`config.mk`:
```
export PLATFORM = sky130hd
export DESIGN_NAME = centipede_io
export DESIGN_NICKNAME = d
export VERILOG_FILES = /design/src/common/io_pkg.sv /design/src/common/bus_pkg.sv /design/src/rtl/addr_decode.sv /design/src/rtl/coin_latch.sv /design/src/trakball/trak_sync.sv /design/src/trakball/trak_counter.sv /design/src/rtl/input_mux.sv /design/src/rtl/centipede_io.sv
export SDC_FILE = /design/constraint.sdc
export NUM_CORES = 1
export LEC_CHECK = 0
export BUFFER_PORTS_ARGS = -buffer_cell sky130_fd_sc_hd__buf_2
export CAP_MARGIN = 20
export CORE_MARGIN = 4
export CORE_UTILIZATION = 50
export DETAILED_ROUTE_END_ITERATION = 8
export GPL_TIMING_DRIVEN = 0
export HOLD_SLACK_MARGIN = 0.08
export PLACE_DENSITY = 0.79
export SLEW_MARGIN = 10
export SYNTH_ARGS = -nofsm -noshare
export SYNTH_HDL_FRONTEND = slang
export SYNTH_SLANG_ARGS = --single-unit
```
`constraint.sdc`:
```
create_clock -name s_6mhz -period 2.44 [get_ports s_6mhz]
set_input_delay 0.488 -clock s_6mhz [delete_from_list [all_inputs] [get_ports s_6mhz]]
set_output_delay 0.488 -clock s_6mhz [all_outputs]
set_load 0.1 [all_outputs]
```
`src/common/io_pkg.sv`:
```
// centipede I/O address map, latch bit positions and width types
`default_nettype none

package io_pkg;

   // widths that carry a meaning
   typedef logic [13:0] io_addr_t;
   typedef logic [7:0]  io_data_t;
   typedef logic [3:0]  trak_cnt_t;

   // address decode window, only bits 13:10 take part in the compare
   localparam int ADDR_MATCH_HI = 13;
   localparam int ADDR_MATCH_LO = 10;

   // base addresses of the kept locations
   localparam io_addr_t ADDR_SWRD     = 14'h0800;
   localparam io_addr_t ADDR_IN       = 14'h0C00;
   localparam io_addr_t ADDR_OUT0     = 14'h1C00;
   localparam io_addr_t ADDR_STEERCLR = 14'h2400;

   // address bit that picks in1 over in0
   localparam int ADDR_IN_SEL = 1;

   // out0 latch bit positions
   localparam int LATCH_FLIP    = 7;
   localparam int LATCH_LED_LO  = 3;
   localparam int LATCH_COIN_R  = 2;
   localparam int LATCH_COIN_CL = 1;

   // player input bit positions
   localparam int PIN_COIN_R    = 9;
   localparam int PIN_COIN_C    = 8;
   localparam int PIN_COIN_L    = 7;
   localparam int PIN_SELF_TEST = 6;
   localparam int PIN_COCKTAIL  = 5;
   localparam int PIN_SLAM      = 4;
   localparam int PIN_START1    = 3;
   localparam int PIN_START2    = 2;
   localparam int PIN_FIRE2     = 1;
   localparam int PIN_FIRE1     = 0;

endpackage

`default_nettype wire

```
`src/common/bus_pkg.sv`:
```
// centipede I/O bus, decoded access and trackball signal bundles
`default_nettype none

package bus_pkg;

   import io_pkg::*;

   // one CPU bus cycle, at most one of rd and wr set
   typedef struct packed {
      io_addr_t addr;
      io_data_t wdata;
      logic     wr;
      logic     rd;
   } cpu_bus_t;

   // which I/O location an access hits
   typedef enum logic [2:0] {
      SEL_NONE,
      SEL_IN0,
      SEL_IN1,
      SEL_SWRD,
      SEL_OUT0,
      SEL_STEERCLR
   } io_sel_e;

   // decoded access as seen by the register and read stages
   typedef struct packed {
      io_sel_e    sel;
      logic [2:0] lsb;
      logic       data_bit;
      logic       wr;
      logic       rd;
      logic       ab0;
   } io_access_t;

   // selected player's trackball lines
   typedef struct packed {
      logic h_dir;
      logic h_ck;
      logic v_dir;
      logic v_ck;
   } trak_pair_t;

endpackage

`default_nettype wire

```
`src/rtl/addr_decode.sv`:
```
// I/O address decoder, turns each bus strobe into one registered access
`default_nettype none
`timescale 1ns/100ps

module addr_decode
   import io_pkg::*, bus_pkg::*;
(
   input  wire logic       s_6mhz,
   input  wire logic       reset,
   input  wire cpu_bus_t   bus_i,
   output      io_access_t acc_o
);

   io_sel_e    sel;
   io_access_t acc_q;
   logic [3:0] blk;

   // 1k block number of the address
   assign blk = bus_i.addr[ADDR_MATCH_HI:ADDR_MATCH_LO];

   always_comb
   begin
      if (blk == ADDR_SWRD[ADDR_MATCH_HI:ADDR_MATCH_LO])
         sel = SEL_SWRD;
      else if (blk == ADDR_IN[ADDR_MATCH_HI:ADDR_MATCH_LO])
         sel = bus_i.addr[ADDR_IN_SEL] ? SEL_IN1 : SEL_IN0;
      else if (blk == ADDR_OUT0[ADDR_MATCH_HI:ADDR_MATCH_LO])
         sel = SEL_OUT0;
      else if (blk == ADDR_STEERCLR[ADDR_MATCH_HI:ADDR_MATCH_LO])
         sel = SEL_STEERCLR;
      else
         sel = SEL_NONE;
   end

   always_ff @(posedge s_6mhz or posedge reset)
   begin
      if (reset)
         acc_q <= '0;
      else
      begin
         acc_q.sel      <= sel;
         acc_q.lsb      <= bus_i.addr[2:0];
         acc_q.data_bit <= bus_i.wdata[7];
         acc_q.wr       <= bus_i.wr;
         acc_q.rd       <= bus_i.rd;
         acc_q.ab0      <= bus_i.addr[0];
      end
   end

   assign acc_o = acc_q;

   // the bus never reads and writes in the same cycle
   a_rd_wr_excl: assert property (@(posedge s_6mhz) disable iff (reset)
      !(bus_i.rd && bus_i.wr));

endmodule

`default_nettype wire

```
`src/rtl/coin_latch.sv`:
```
// out0 bit-addressable latch for coin counters, LEDs and flip, with coin forcing
`default_nettype none
`timescale 1ns/100ps

module coin_latch
   import io_pkg::*, bus_pkg::*;
(
   input  wire logic       s_6mhz,
   input  wire logic       reset,
   input  wire io_access_t acc_i,
   input  wire logic [9:0] player_i,
   output      logic       flip_o,
   output      logic [3:0] led_o,
   output      logic [2:0] coin_o
);

   logic [7:0] latch_q;

   // one latch bit per write, picked by address bits 2:0
   always_ff @(posedge s_6mhz or posedge reset)
   begin
      if (reset)
         latch_q <= '0;
      else if (acc_i.sel == SEL_OUT0 && acc_i.wr)
         latch_q[acc_i.lsb] <= acc_i.data_bit;
   end

   assign flip_o = latch_q[LATCH_FLIP];
   assign led_o  = latch_q[LATCH_LED_LO +: 4];

   // a driven coin counter also reads back as an inserted coin
   // bit 1 drives both the centre and the left counter
   assign coin_o[2] = player_i[PIN_COIN_R] | latch_q[LATCH_COIN_R];
   assign coin_o[1] = player_i[PIN_COIN_C] | latch_q[LATCH_COIN_CL];
   assign coin_o[0] = player_i[PIN_COIN_L] | latch_q[LATCH_COIN_CL];

endmodule

`default_nettype wire

```
`src/trakball/trak_sync.sv`:
```
// trackball line synchronizer, player select by flip and clock edge detect
`default_nettype none
`timescale 1ns/100ps

module trak_sync
   import bus_pkg::*;
(
   input  wire logic       s_6mhz,
   input  wire logic       reset,
   input  wire logic [7:0] trakball_i,
   input  wire logic       flip_i,
   output      trak_pair_t trak_o,
   output      logic       h_step_o,
   output      logic       v_step_o
);

   logic [7:0] meta_q;
   logic [7:0] sync_q;
   trak_pair_t sel_lvl;
   trak_pair_t trak_q;
   logic       h_step_q;
   logic       v_step_q;

   // player 1 sits on the odd bits, player 2 on the even bits
   always_comb
   begin
      if (flip_i)
         sel_lvl = '{h_dir: sync_q[7], h_ck: sync_q[5], v_dir: sync_q[3], v_ck: sync_q[1]};
      else
         sel_lvl = '{h_dir: sync_q[6], h_ck: sync_q[4], v_dir: sync_q[2], v_ck: sync_q[0]};
   end

   always_ff @(posedge s_6mhz or posedge reset)
   begin
      if (reset)
      begin
         meta_q   <= '0;
         sync_q   <= '0;
         trak_q   <= '0;
         h_step_q <= 1'b0;
         v_step_q <= 1'b0;
      end
      else
      begin
         meta_q   <= trakball_i;
         sync_q   <= meta_q;
         // trak_q holds the previous level, so a rise shows as new high, old low
         h_step_q <= sel_lvl.h_ck & ~trak_q.h_ck;
         v_step_q <= sel_lvl.v_ck & ~trak_q.v_ck;
         // direction is registered with the step so both line up
         trak_q   <= sel_lvl;
      end
   end

   assign trak_o   = trak_q;
   assign h_step_o = h_step_q;
   assign v_step_o = v_step_q;

endmodule

`default_nettype wire

```
`src/trakball/trak_counter.sv`:
```
// one trackball axis, four-bit up/down counter with direction bit and clear
`default_nettype none
`timescale 1ns/100ps

module trak_counter
   import io_pkg::*;
(
   input  wire logic      s_6mhz,
   input  wire logic      reset,
   input  wire logic      step_i,
   input  wire logic      dir_i,
   input  wire logic      clear_i,
   output      trak_cnt_t cnt_o,
   output      logic      dir_o
);

   trak_cnt_t cnt_q;
   logic      dir_q;

   // the direction bit follows the last step
   always_ff @(posedge s_6mhz or posedge reset)
   begin
      if (reset)
         dir_q <= 1'b0;
      else if (step_i)
         dir_q <= dir_i;
   end

   // clear beats a step landing in the same cycle
   // the count wraps modulo 16 either way
   always_ff @(posedge s_6mhz or posedge reset)
   begin
      if (reset)
         cnt_q <= '0;
      else if (clear_i)
         cnt_q <= '0;
      else if (step_i)
      begin
         if (dir_i)
            cnt_q <= cnt_q + 4'd1;
         else
            cnt_q <= cnt_q - 4'd1;
      end
   end

   assign cnt_o = cnt_q;
   assign dir_o = dir_q;

   // a step is a single-cycle pulse, so each clock rise counts once
   a_step_pulse: assert property (@(posedge s_6mhz) disable iff (reset)
      step_i |=> !step_i);

endmodule

`default_nettype wire

```
`src/rtl/input_mux.sv`:
```
// read stage, builds the in0, in1 and option bytes and registers the selected one
`default_nettype none
`timescale 1ns/100ps

module input_mux
   import io_pkg::*, bus_pkg::*;
(
   input  wire logic       s_6mhz,
   input  wire logic       reset,
   input  wire io_access_t acc_i,
   input  wire logic [9:0] player_i,
   input  wire logic [2:0] coin_i,
   input  wire logic [7:0] joystick_i,
   input  wire io_data_t   sw1_i,
   input  wire io_data_t   sw2_i,
   input  wire logic       vblank_i,
   input  wire trak_cnt_t  tra_i,
   input  wire trak_cnt_t  trb_i,
   input  wire logic       dir1_i,
   input  wire logic       dir2_i,
   output      io_data_t   rd_data_o,
   output      logic       rd_valid_o
);

   io_data_t in0_hi;
   io_data_t in0_lo;
   io_data_t in1_lo;
   io_data_t rd_byte;
   io_data_t data_q;
   logic     valid_q;

   // coins come in already forced by the out0 latch
   assign in0_hi = {coin_i, player_i[PIN_SLAM], player_i[PIN_FIRE2], player_i[PIN_FIRE1],
                    player_i[PIN_START1], player_i[PIN_START2]};
   assign in0_lo = {dir1_i, vblank_i, player_i[PIN_SELF_TEST], player_i[PIN_COCKTAIL], tra_i};
   assign in1_lo = {dir2_i, 3'b000, trb_i};

   // write-only and unmapped locations read back as zero
   always_comb
   begin
      case (acc_i.sel)
         SEL_IN0:  rd_byte = acc_i.ab0 ? in0_hi : in0_lo;
         SEL_IN1:  rd_byte = acc_i.ab0 ? joystick_i : in1_lo;
         SEL_SWRD: rd_byte = acc_i.ab0 ? sw2_i : sw1_i;
         default:  rd_byte = '0;
      endcase
   end

   always_ff @(posedge s_6mhz)
   begin
      if (acc_i.rd)
         data_q <= rd_byte;
   end

   always_ff @(posedge s_6mhz or posedge reset)
   begin
      if (reset)
         valid_q <= 1'b0;
      else
         valid_q <= acc_i.rd;
   end

   assign rd_data_o  = data_q;
   assign rd_valid_o = valid_q;

   // data flagged valid is fully known
   a_valid_data_known: assert property (@(posedge s_6mhz) disable iff (reset)
      rd_valid_o |-> !$isunknown(rd_data_o));

endmodule

`default_nettype wire

```
`src/rtl/centipede_io.sv`:
```
// centipede operator input and coin output I/O block, top level
`default_nettype none
`timescale 1ns/100ps

module centipede_io
   import io_pkg::*, bus_pkg::*;
(
   input  wire logic       s_6mhz,
   input  wire logic       reset,
   input  wire cpu_bus_t   bus_i,
   input  wire logic [9:0] player_i,
   input  wire logic [7:0] trakball_i,
   input  wire logic [7:0] joystick_i,
   input  wire io_data_t   sw1_i,
   input  wire io_data_t   sw2_i,
   input  wire logic       vblank_i,
   output      io_data_t   rd_data_o,
   output      logic       rd_valid_o,
   output      logic [3:0] led_o
);

   io_access_t acc;
   logic       flip;
   logic [2:0] coin;
   trak_pair_t trak;
   logic       h_step;
   logic       v_step;
   logic       steer_clr;
   trak_cnt_t  tra;
   trak_cnt_t  trb;
   logic       dir1;
   logic       dir2;

   addr_decode u_decode (
      .s_6mhz (s_6mhz),
      .reset  (reset),
      .bus_i  (bus_i),
      .acc_o  (acc)
   );

   coin_latch u_latch (
      .s_6mhz   (s_6mhz),
      .reset    (reset),
      .acc_i    (acc),
      .player_i (player_i),
      .flip_o   (flip),
      .led_o    (led_o),
      .coin_o   (coin)
   );

   trak_sync u_trak_sync (
      .s_6mhz     (s_6mhz),
      .reset      (reset),
      .trakball_i (trakball_i),
      .flip_i     (flip),
      .trak_o     (trak),
      .h_step_o   (h_step),
      .v_step_o   (v_step)
   );

   // steering clear resets both axes together
   assign steer_clr = (acc.sel == SEL_STEERCLR) && acc.wr;

   trak_counter u_trak_h (
      .s_6mhz  (s_6mhz),
      .reset   (reset),
      .step_i  (h_step),
      .dir_i   (trak.h_dir),
      .clear_i (steer_clr),
      .cnt_o   (tra),
      .dir_o   (dir1)
   );

   trak_counter u_trak_v (
      .s_6mhz  (s_6mhz),
      .reset   (reset),
      .step_i  (v_step),
      .dir_i   (trak.v_dir),
      .clear_i (steer_clr),
      .cnt_o   (trb),
      .dir_o   (dir2)
   );

   input_mux u_rd_mux (
      .s_6mhz     (s_6mhz),
      .reset      (reset),
      .acc_i      (acc),
      .player_i   (player_i),
      .coin_i     (coin),
      .joystick_i (joystick_i),
      .sw1_i      (sw1_i),
      .sw2_i      (sw2_i),
      .vblank_i   (vblank_i),
      .tra_i      (tra),
      .trb_i      (trb),
      .dir1_i     (dir1),
      .dir2_i     (dir2),
      .rd_data_o  (rd_data_o),
      .rd_valid_o (rd_valid_o)
   );

   // the selected trackball clocks hold each level for at least three cycles
   a_h_ck_stable: assert property (@(posedge s_6mhz) disable iff (reset)
      (trak.h_ck != $past(trak.h_ck)) |->
         ($past(trak.h_ck, 1) == $past(trak.h_ck, 2) &&
          $past(trak.h_ck, 2) == $past(trak.h_ck, 3)));

   a_v_ck_stable: assert property (@(posedge s_6mhz) disable iff (reset)
      (trak.v_ck != $past(trak.v_ck)) |->
         ($past(trak.v_ck, 1) == $past(trak.v_ck, 2) &&
          $past(trak.v_ck, 2) == $past(trak.v_ck, 3)));

endmodule

`default_nettype wire

```
======== Word-level counts from Yosys, hierarchy flattened ========
Index checks and enable logic that the tools add are counted.
cells by class
  order comparisons ....................... 2
  $add $sub $neg .......................... 4
  bitwise operators ....................... 7
  reductions and logical operators ........ 5
  muxes and demuxes ....................... 19
  equality and inequality tests ........... 9
operators with widths
  kind                                                                count
  two-way mux 4 bit                                                   7
  two-way mux 8 bit                                                   3
  case mux 8 bit (3 select lines)                                     1
  two-way mux 3 bit                                                   4
  adder 4 x 1 -> 4 bit (second input constant)                        2
  bitwise mux 8 bit                                                   1
  equality test 4 x 2 -> 1 bit (second input constant)                2
  subtractor 4 x 1 -> 4 bit (second input constant)                   2
  equality test 3 x 2 -> 1 bit (second input constant)                2
  equality test 3 bit (second input constant)                         2
  equality test 4 x 3 -> 1 bit (second input constant)                1
  equality test 4 bit (second input constant)                         1
  < comparator 3 x 4 -> 1 bit (second input constant)                 1
  nonzero test 2 bit                                                  2
  demux 1 bit (select 3 bit)                                          1
  equality test 3 x 1 -> 1 bit (second input constant)                1
  greater-or-equal comparator 3 x 1 -> 1 bit (second input constant)  1
  logical AND 1 bit                                                   3
  bitwise OR 1 bit                                                    3
  bitwise AND 1 bit                                                   2
  two-way mux 2 bit                                                   1
  inverter 1 bit                                                      2
  two-way mux 1 bit                                                   1
word-level totals
  logic and storage cells ................. 67
  bits in registers ....................... 59
  bits of input ports ..................... 69

======== Depth between registers and ports, before layout ========
  depth in word-level cells ............... 5
  depth in mapped cells ................... 6

======== Hierarchy ========
A second synthesis with hierarchy kept.
second synthesis, totals
  cell total of the unflattened synthesis .. 199
  area total of the unflattened synthesis .. 2616.3 um2
by module, submodules not included
  module        area an instance (um2)  instances  cells each
  input_mux     648.1                   1          55
  trak_sync     634.4                   1          29
  trak_counter  299.0                   2          30
  coin_latch    421.7                   1          33
  addr_decode   304.0                   1          21
  centipede_io  10.0                    1          1

======== Least setup slack after synthesis ========
Ideal clock, no wire load.
  path type ............................... flip-flop to flip-flop
  start ................................... register u_decode.acc_q, in the netlist u_decode.acc_o[8]
  end ..................................... register u_latch.latch_q[2]
  period minus slack after synthesis ...... 1681 ps
  arrival time ............................ 1553 ps
  library setup time ...................... 128 ps
  cell stages (with the launch flop) ...... 5
  slack ................................... 759 ps
  buffers on the path ..................... 1
  path through ............................ dfrtp_1 -> clkbuf_1 -> or4_4 -> nor3b_2 -> mux2_1
on the way
  word-level cells in the longest chain between the ends .. 2
ends and longest elaborated chain
  element                          line               RTL
  from (decl)                      addr_decode.sv:15  io_access_t acc_q;
  equality test 3 bit              coin_latch.sv:24   else if (acc_i.sel == SEL_OUT0 && acc_i.wr)
  logical AND 1 bit                coin_latch.sv:24
  to (signal, indexed assignment)  coin_latch.sv:25   latch_q[acc_i.lsb] <= acc_i.data_bit;
  to (decl)                        coin_latch.sv:17   logic [7:0] latch_q;
No other way between the ends.
A chain may end at the register's enable or synchronous reset.

======== Worst setup path after layout ========
Same ends and word-level chain as after synthesis.

==> results.json <==
{
  "dp_cells": 336,
  "yosysSeqAreaShare": 0.579,
  "final_antenna_net_count": 0,
  "grt_pass1_wl_mm": 7.97,
  "synth_cell_types": 36,
  "diodes": 0,
  "cts_tree": "done",
  "post_cts_buffers": 0,
  "globalplace.congestion": 0.792,
  "clk_root_buffer_cell": "clkbuf_8",
  "fin_total_pwr_uw": 2760,
  "slew_headroom": 0.675,
  "r2r_setup_slack_ns": 0.64,
  "ioPinCount": 82,
  "start_util": 0.525,
  "multi_input_area_um2": 982,
  "cts_buffer_depth": 2,
  "synth-seq-cells": 57,
  "status": "completed",
  "finalNetCount": 356,
  "worst_ir_drop_vdd_v": 0.000635,
  "overflow": 0,
  "cp_cell_sequence": "clkbuf_1 > or4_4 > nor3b_2 > mux2_1",
  "dieArea_um2": 6260,
  "antenna_found_initial": 0,
  "critical_path_buf_inv_count": 1,
  "clock-sinks": 57,
  "syn_inst": 201,
  "die_w_um": 79.2,
  "avgSynthCellArea_um2": 12.6,
  "area_growth_pct": 26.0,
  "hpwl_mm": 3.65,
  "hp-class": "input port to register",
  "cp-end-kind": "register",
  "p_per_area_nw_per_um2": 864,
  "setup_tns_ns": 0,
  "setup_violations": 0,
  "synth_edf_count": 8,
  "path_delay_family": "simple AND/OR/NAND/NOR gates",
  "clock_latency_ns": 0.33,
  "syn-num-nets": 276,
  "drv_cap": 0,
  "rows": 25,
  "p_leak_uw": 0.00150,
  "grtUsageTotal": 0.169,
  "crit_required_ns": 2.66,
  "rsz0062_at_grt": "false",
  "yosysTopAreaCell": "dfrtp_1",
  "cts_buffers": 9,
  "drt_pass1_iterations": 4,
  "drc": 0,
  "fin_crit_sh": 0.737,
  "avgViaCountPerCell": 5.20,
  "drt_iter0_drc": 48,
  "async_flop_share": 0.860,
  "core_area_um2": 4820,
  "clk_pin_slew_ns": 0.06,
  "grt_start_max_net_pins": 41,
  "synth_area_um2": 2530,
  "period_needed_ns": 1.80,
  "ys_top_cells_by_area": "dfrtp_1 48%, edfxtp_1 9.5%, mux2i_1 5.5%",
  "path_class": "register to register",
  "slowest_stage": "or4_4",
  "start_kind": "register",
  "wire_per_inst_um": 13.8,
  "cpPeakStageDelay_ns": 0.59,
  "synth_flop_cell": "dfrtp_1",
  "synth_top_area_frac": 0.484,
  "drive_gt1_frac": 0.368,
  "grt_pass1_vias": 1856,
  "tightest_slew_ns": 0.491,
  "synth_warnings": 0,
  "max_freq_mhz": 556,
  "final_cells": 352,
  "num_vias": 1832,
  "cp.arrival_ns": 2.02,
  "slew_violations": 0,
  "skew_ns": 0.00648,
  "port_buffers": 67,
  "die_h_um": 79.2,
  "hold_viol": 0,
  "nFillCells": 387,
  "wl_mm": 4.87,
  "seq_area_um2": 1470,
  "path_max_fanout": 7,
  "htreeDepth": 3
}
final cells by class:
cell class | count | area share
Tap cell | 67 | 0.0263
Inverter | 5 | 0.00588
Sequential cell | 57 | 0.460
Clock inverter | 5 | 0.0255
Multi-Input combinational cell | 127 | 0.308
Buffer | 12 | 0.0200
Clock buffer | 10 | 0.0400
Timing Repair Buffer | 69 | 0.115
flip-flops by register name (all words and copies together) (netlist names), 4 cells and up:
name	flops
u_decode.acc_o	9
u_rd_mux.rd_data_o	8
u_trak_sync.meta_q	8
u_trak_sync.sync_q	8
u_latch.latch_q	7
u_trak_h.cnt_o	4
u_trak_sync.trak_o	4
u_trak_v.cnt_o	4
power by group:
group	internal [uW]	total (uW)	leakage [uW]	switching (uW)
clock	568	920	0.000102	352
sequential	1100	1210	0.000680	114
combinational	269	624	0.000713	354
synthesized netlist by cell type, types with 2 or more instances:
library cell and instances:
and4_1 2, mux2_1 6, a211oi_1 4, ha_1 4
nor2_1 13, xnor2_1 4, mux2_2 10, o21bai_1 2
nor3b_2 2, inv_1 5, a311oi_1 2, o21ai_0 8
nand2b_1 2, nand3b_1 2, clkbuf_1 5, and2_1 2
nand2_1 14, o22a_1 5, buf_2 3, a21oi_1 10
nor2b_1 6, edfxtp_1 8, or3b_1 2, mux2i_1 14
buf_4 4, fa_1 2, dfrtp_1 49, nand3_1 3
through the flow:
stage	setup slack (ns)	hold slack (ns)	cell area, um^2	util
4_1_cts	0.640	0.245	3190	0.662
2_1_floorplan	0.759	0.331	2530	-
6_report	0.641	0.259	3190	0.662
3_3_place_gp	0.254	0.332	2950	0.612
5_1_grt	0.540	0.233	3190	0.662
3_5_place_dp	0.661	0.336	2970	0.617
cell usage in the layout (no fill, tap or decap), types with 5 or more instances in the layout:
cell	count
clkbuf_1	6
edfxtp_1	8
mux2_2	10
o22a_1	5
mux2_1	6
a21oi_1	10
buf_2	70
dfrtp_1	49
nand2_1	14
nor2b_1	6
nor2_1	13
clkbuf_8	9
o21ai_0	8
mux2i_1	14
path summary, 6_finish.rpt:
check	startpoint	depth (start not counted)	endpoint
max in group asynchronous	reset	4	u_trak_h.cnt_o[0]
min in group asynchronous	reset	3	u_decode.acc_o[6]
worst min-delay path	trakball_i[0]	1	u_trak_sync.meta_q[0]
worst max register to register	u_decode.acc_o[8]	4	u_latch.latch_q[2]
worst min register to register	u_trak_sync.meta_q[5]	0	u_trak_sync.sync_q[5]
worst max-delay path	u_decode.acc_o[8]	4	u_latch.latch_q[2]
per-layer routing:
layer | vias up | GRT usage | share of wire
li1 | 869 | - | -
met1 | 890 | 0.175 | 0.39
met2 | 69 | 0.295 | 0.53
met3 | 4 | 0.0828 | 0.076
met4 | 0 | 0.0584 | 0.0070
met5 | - | 0 | 0
cells by family after synthesis:
family | synth area share
AND/OR/NAND/NOR | 0.114
AO/OA/AOI/OAI | 0.0890
multiplexers | 0.135
flip-flops | 0.579
buffers and inverters | 0.0326
XOR/XNOR | 0.0138
adder cells (fa/ha/maj) | 0.0356
what timing repair did:
action	CTS	global route
gates resized for setup	0	0
hold endpoints to repair	9	0
hold buffers	1	0
endpoints found under the setup margin	0	0
No activity file was read; power rests on OpenSTA's default activity.
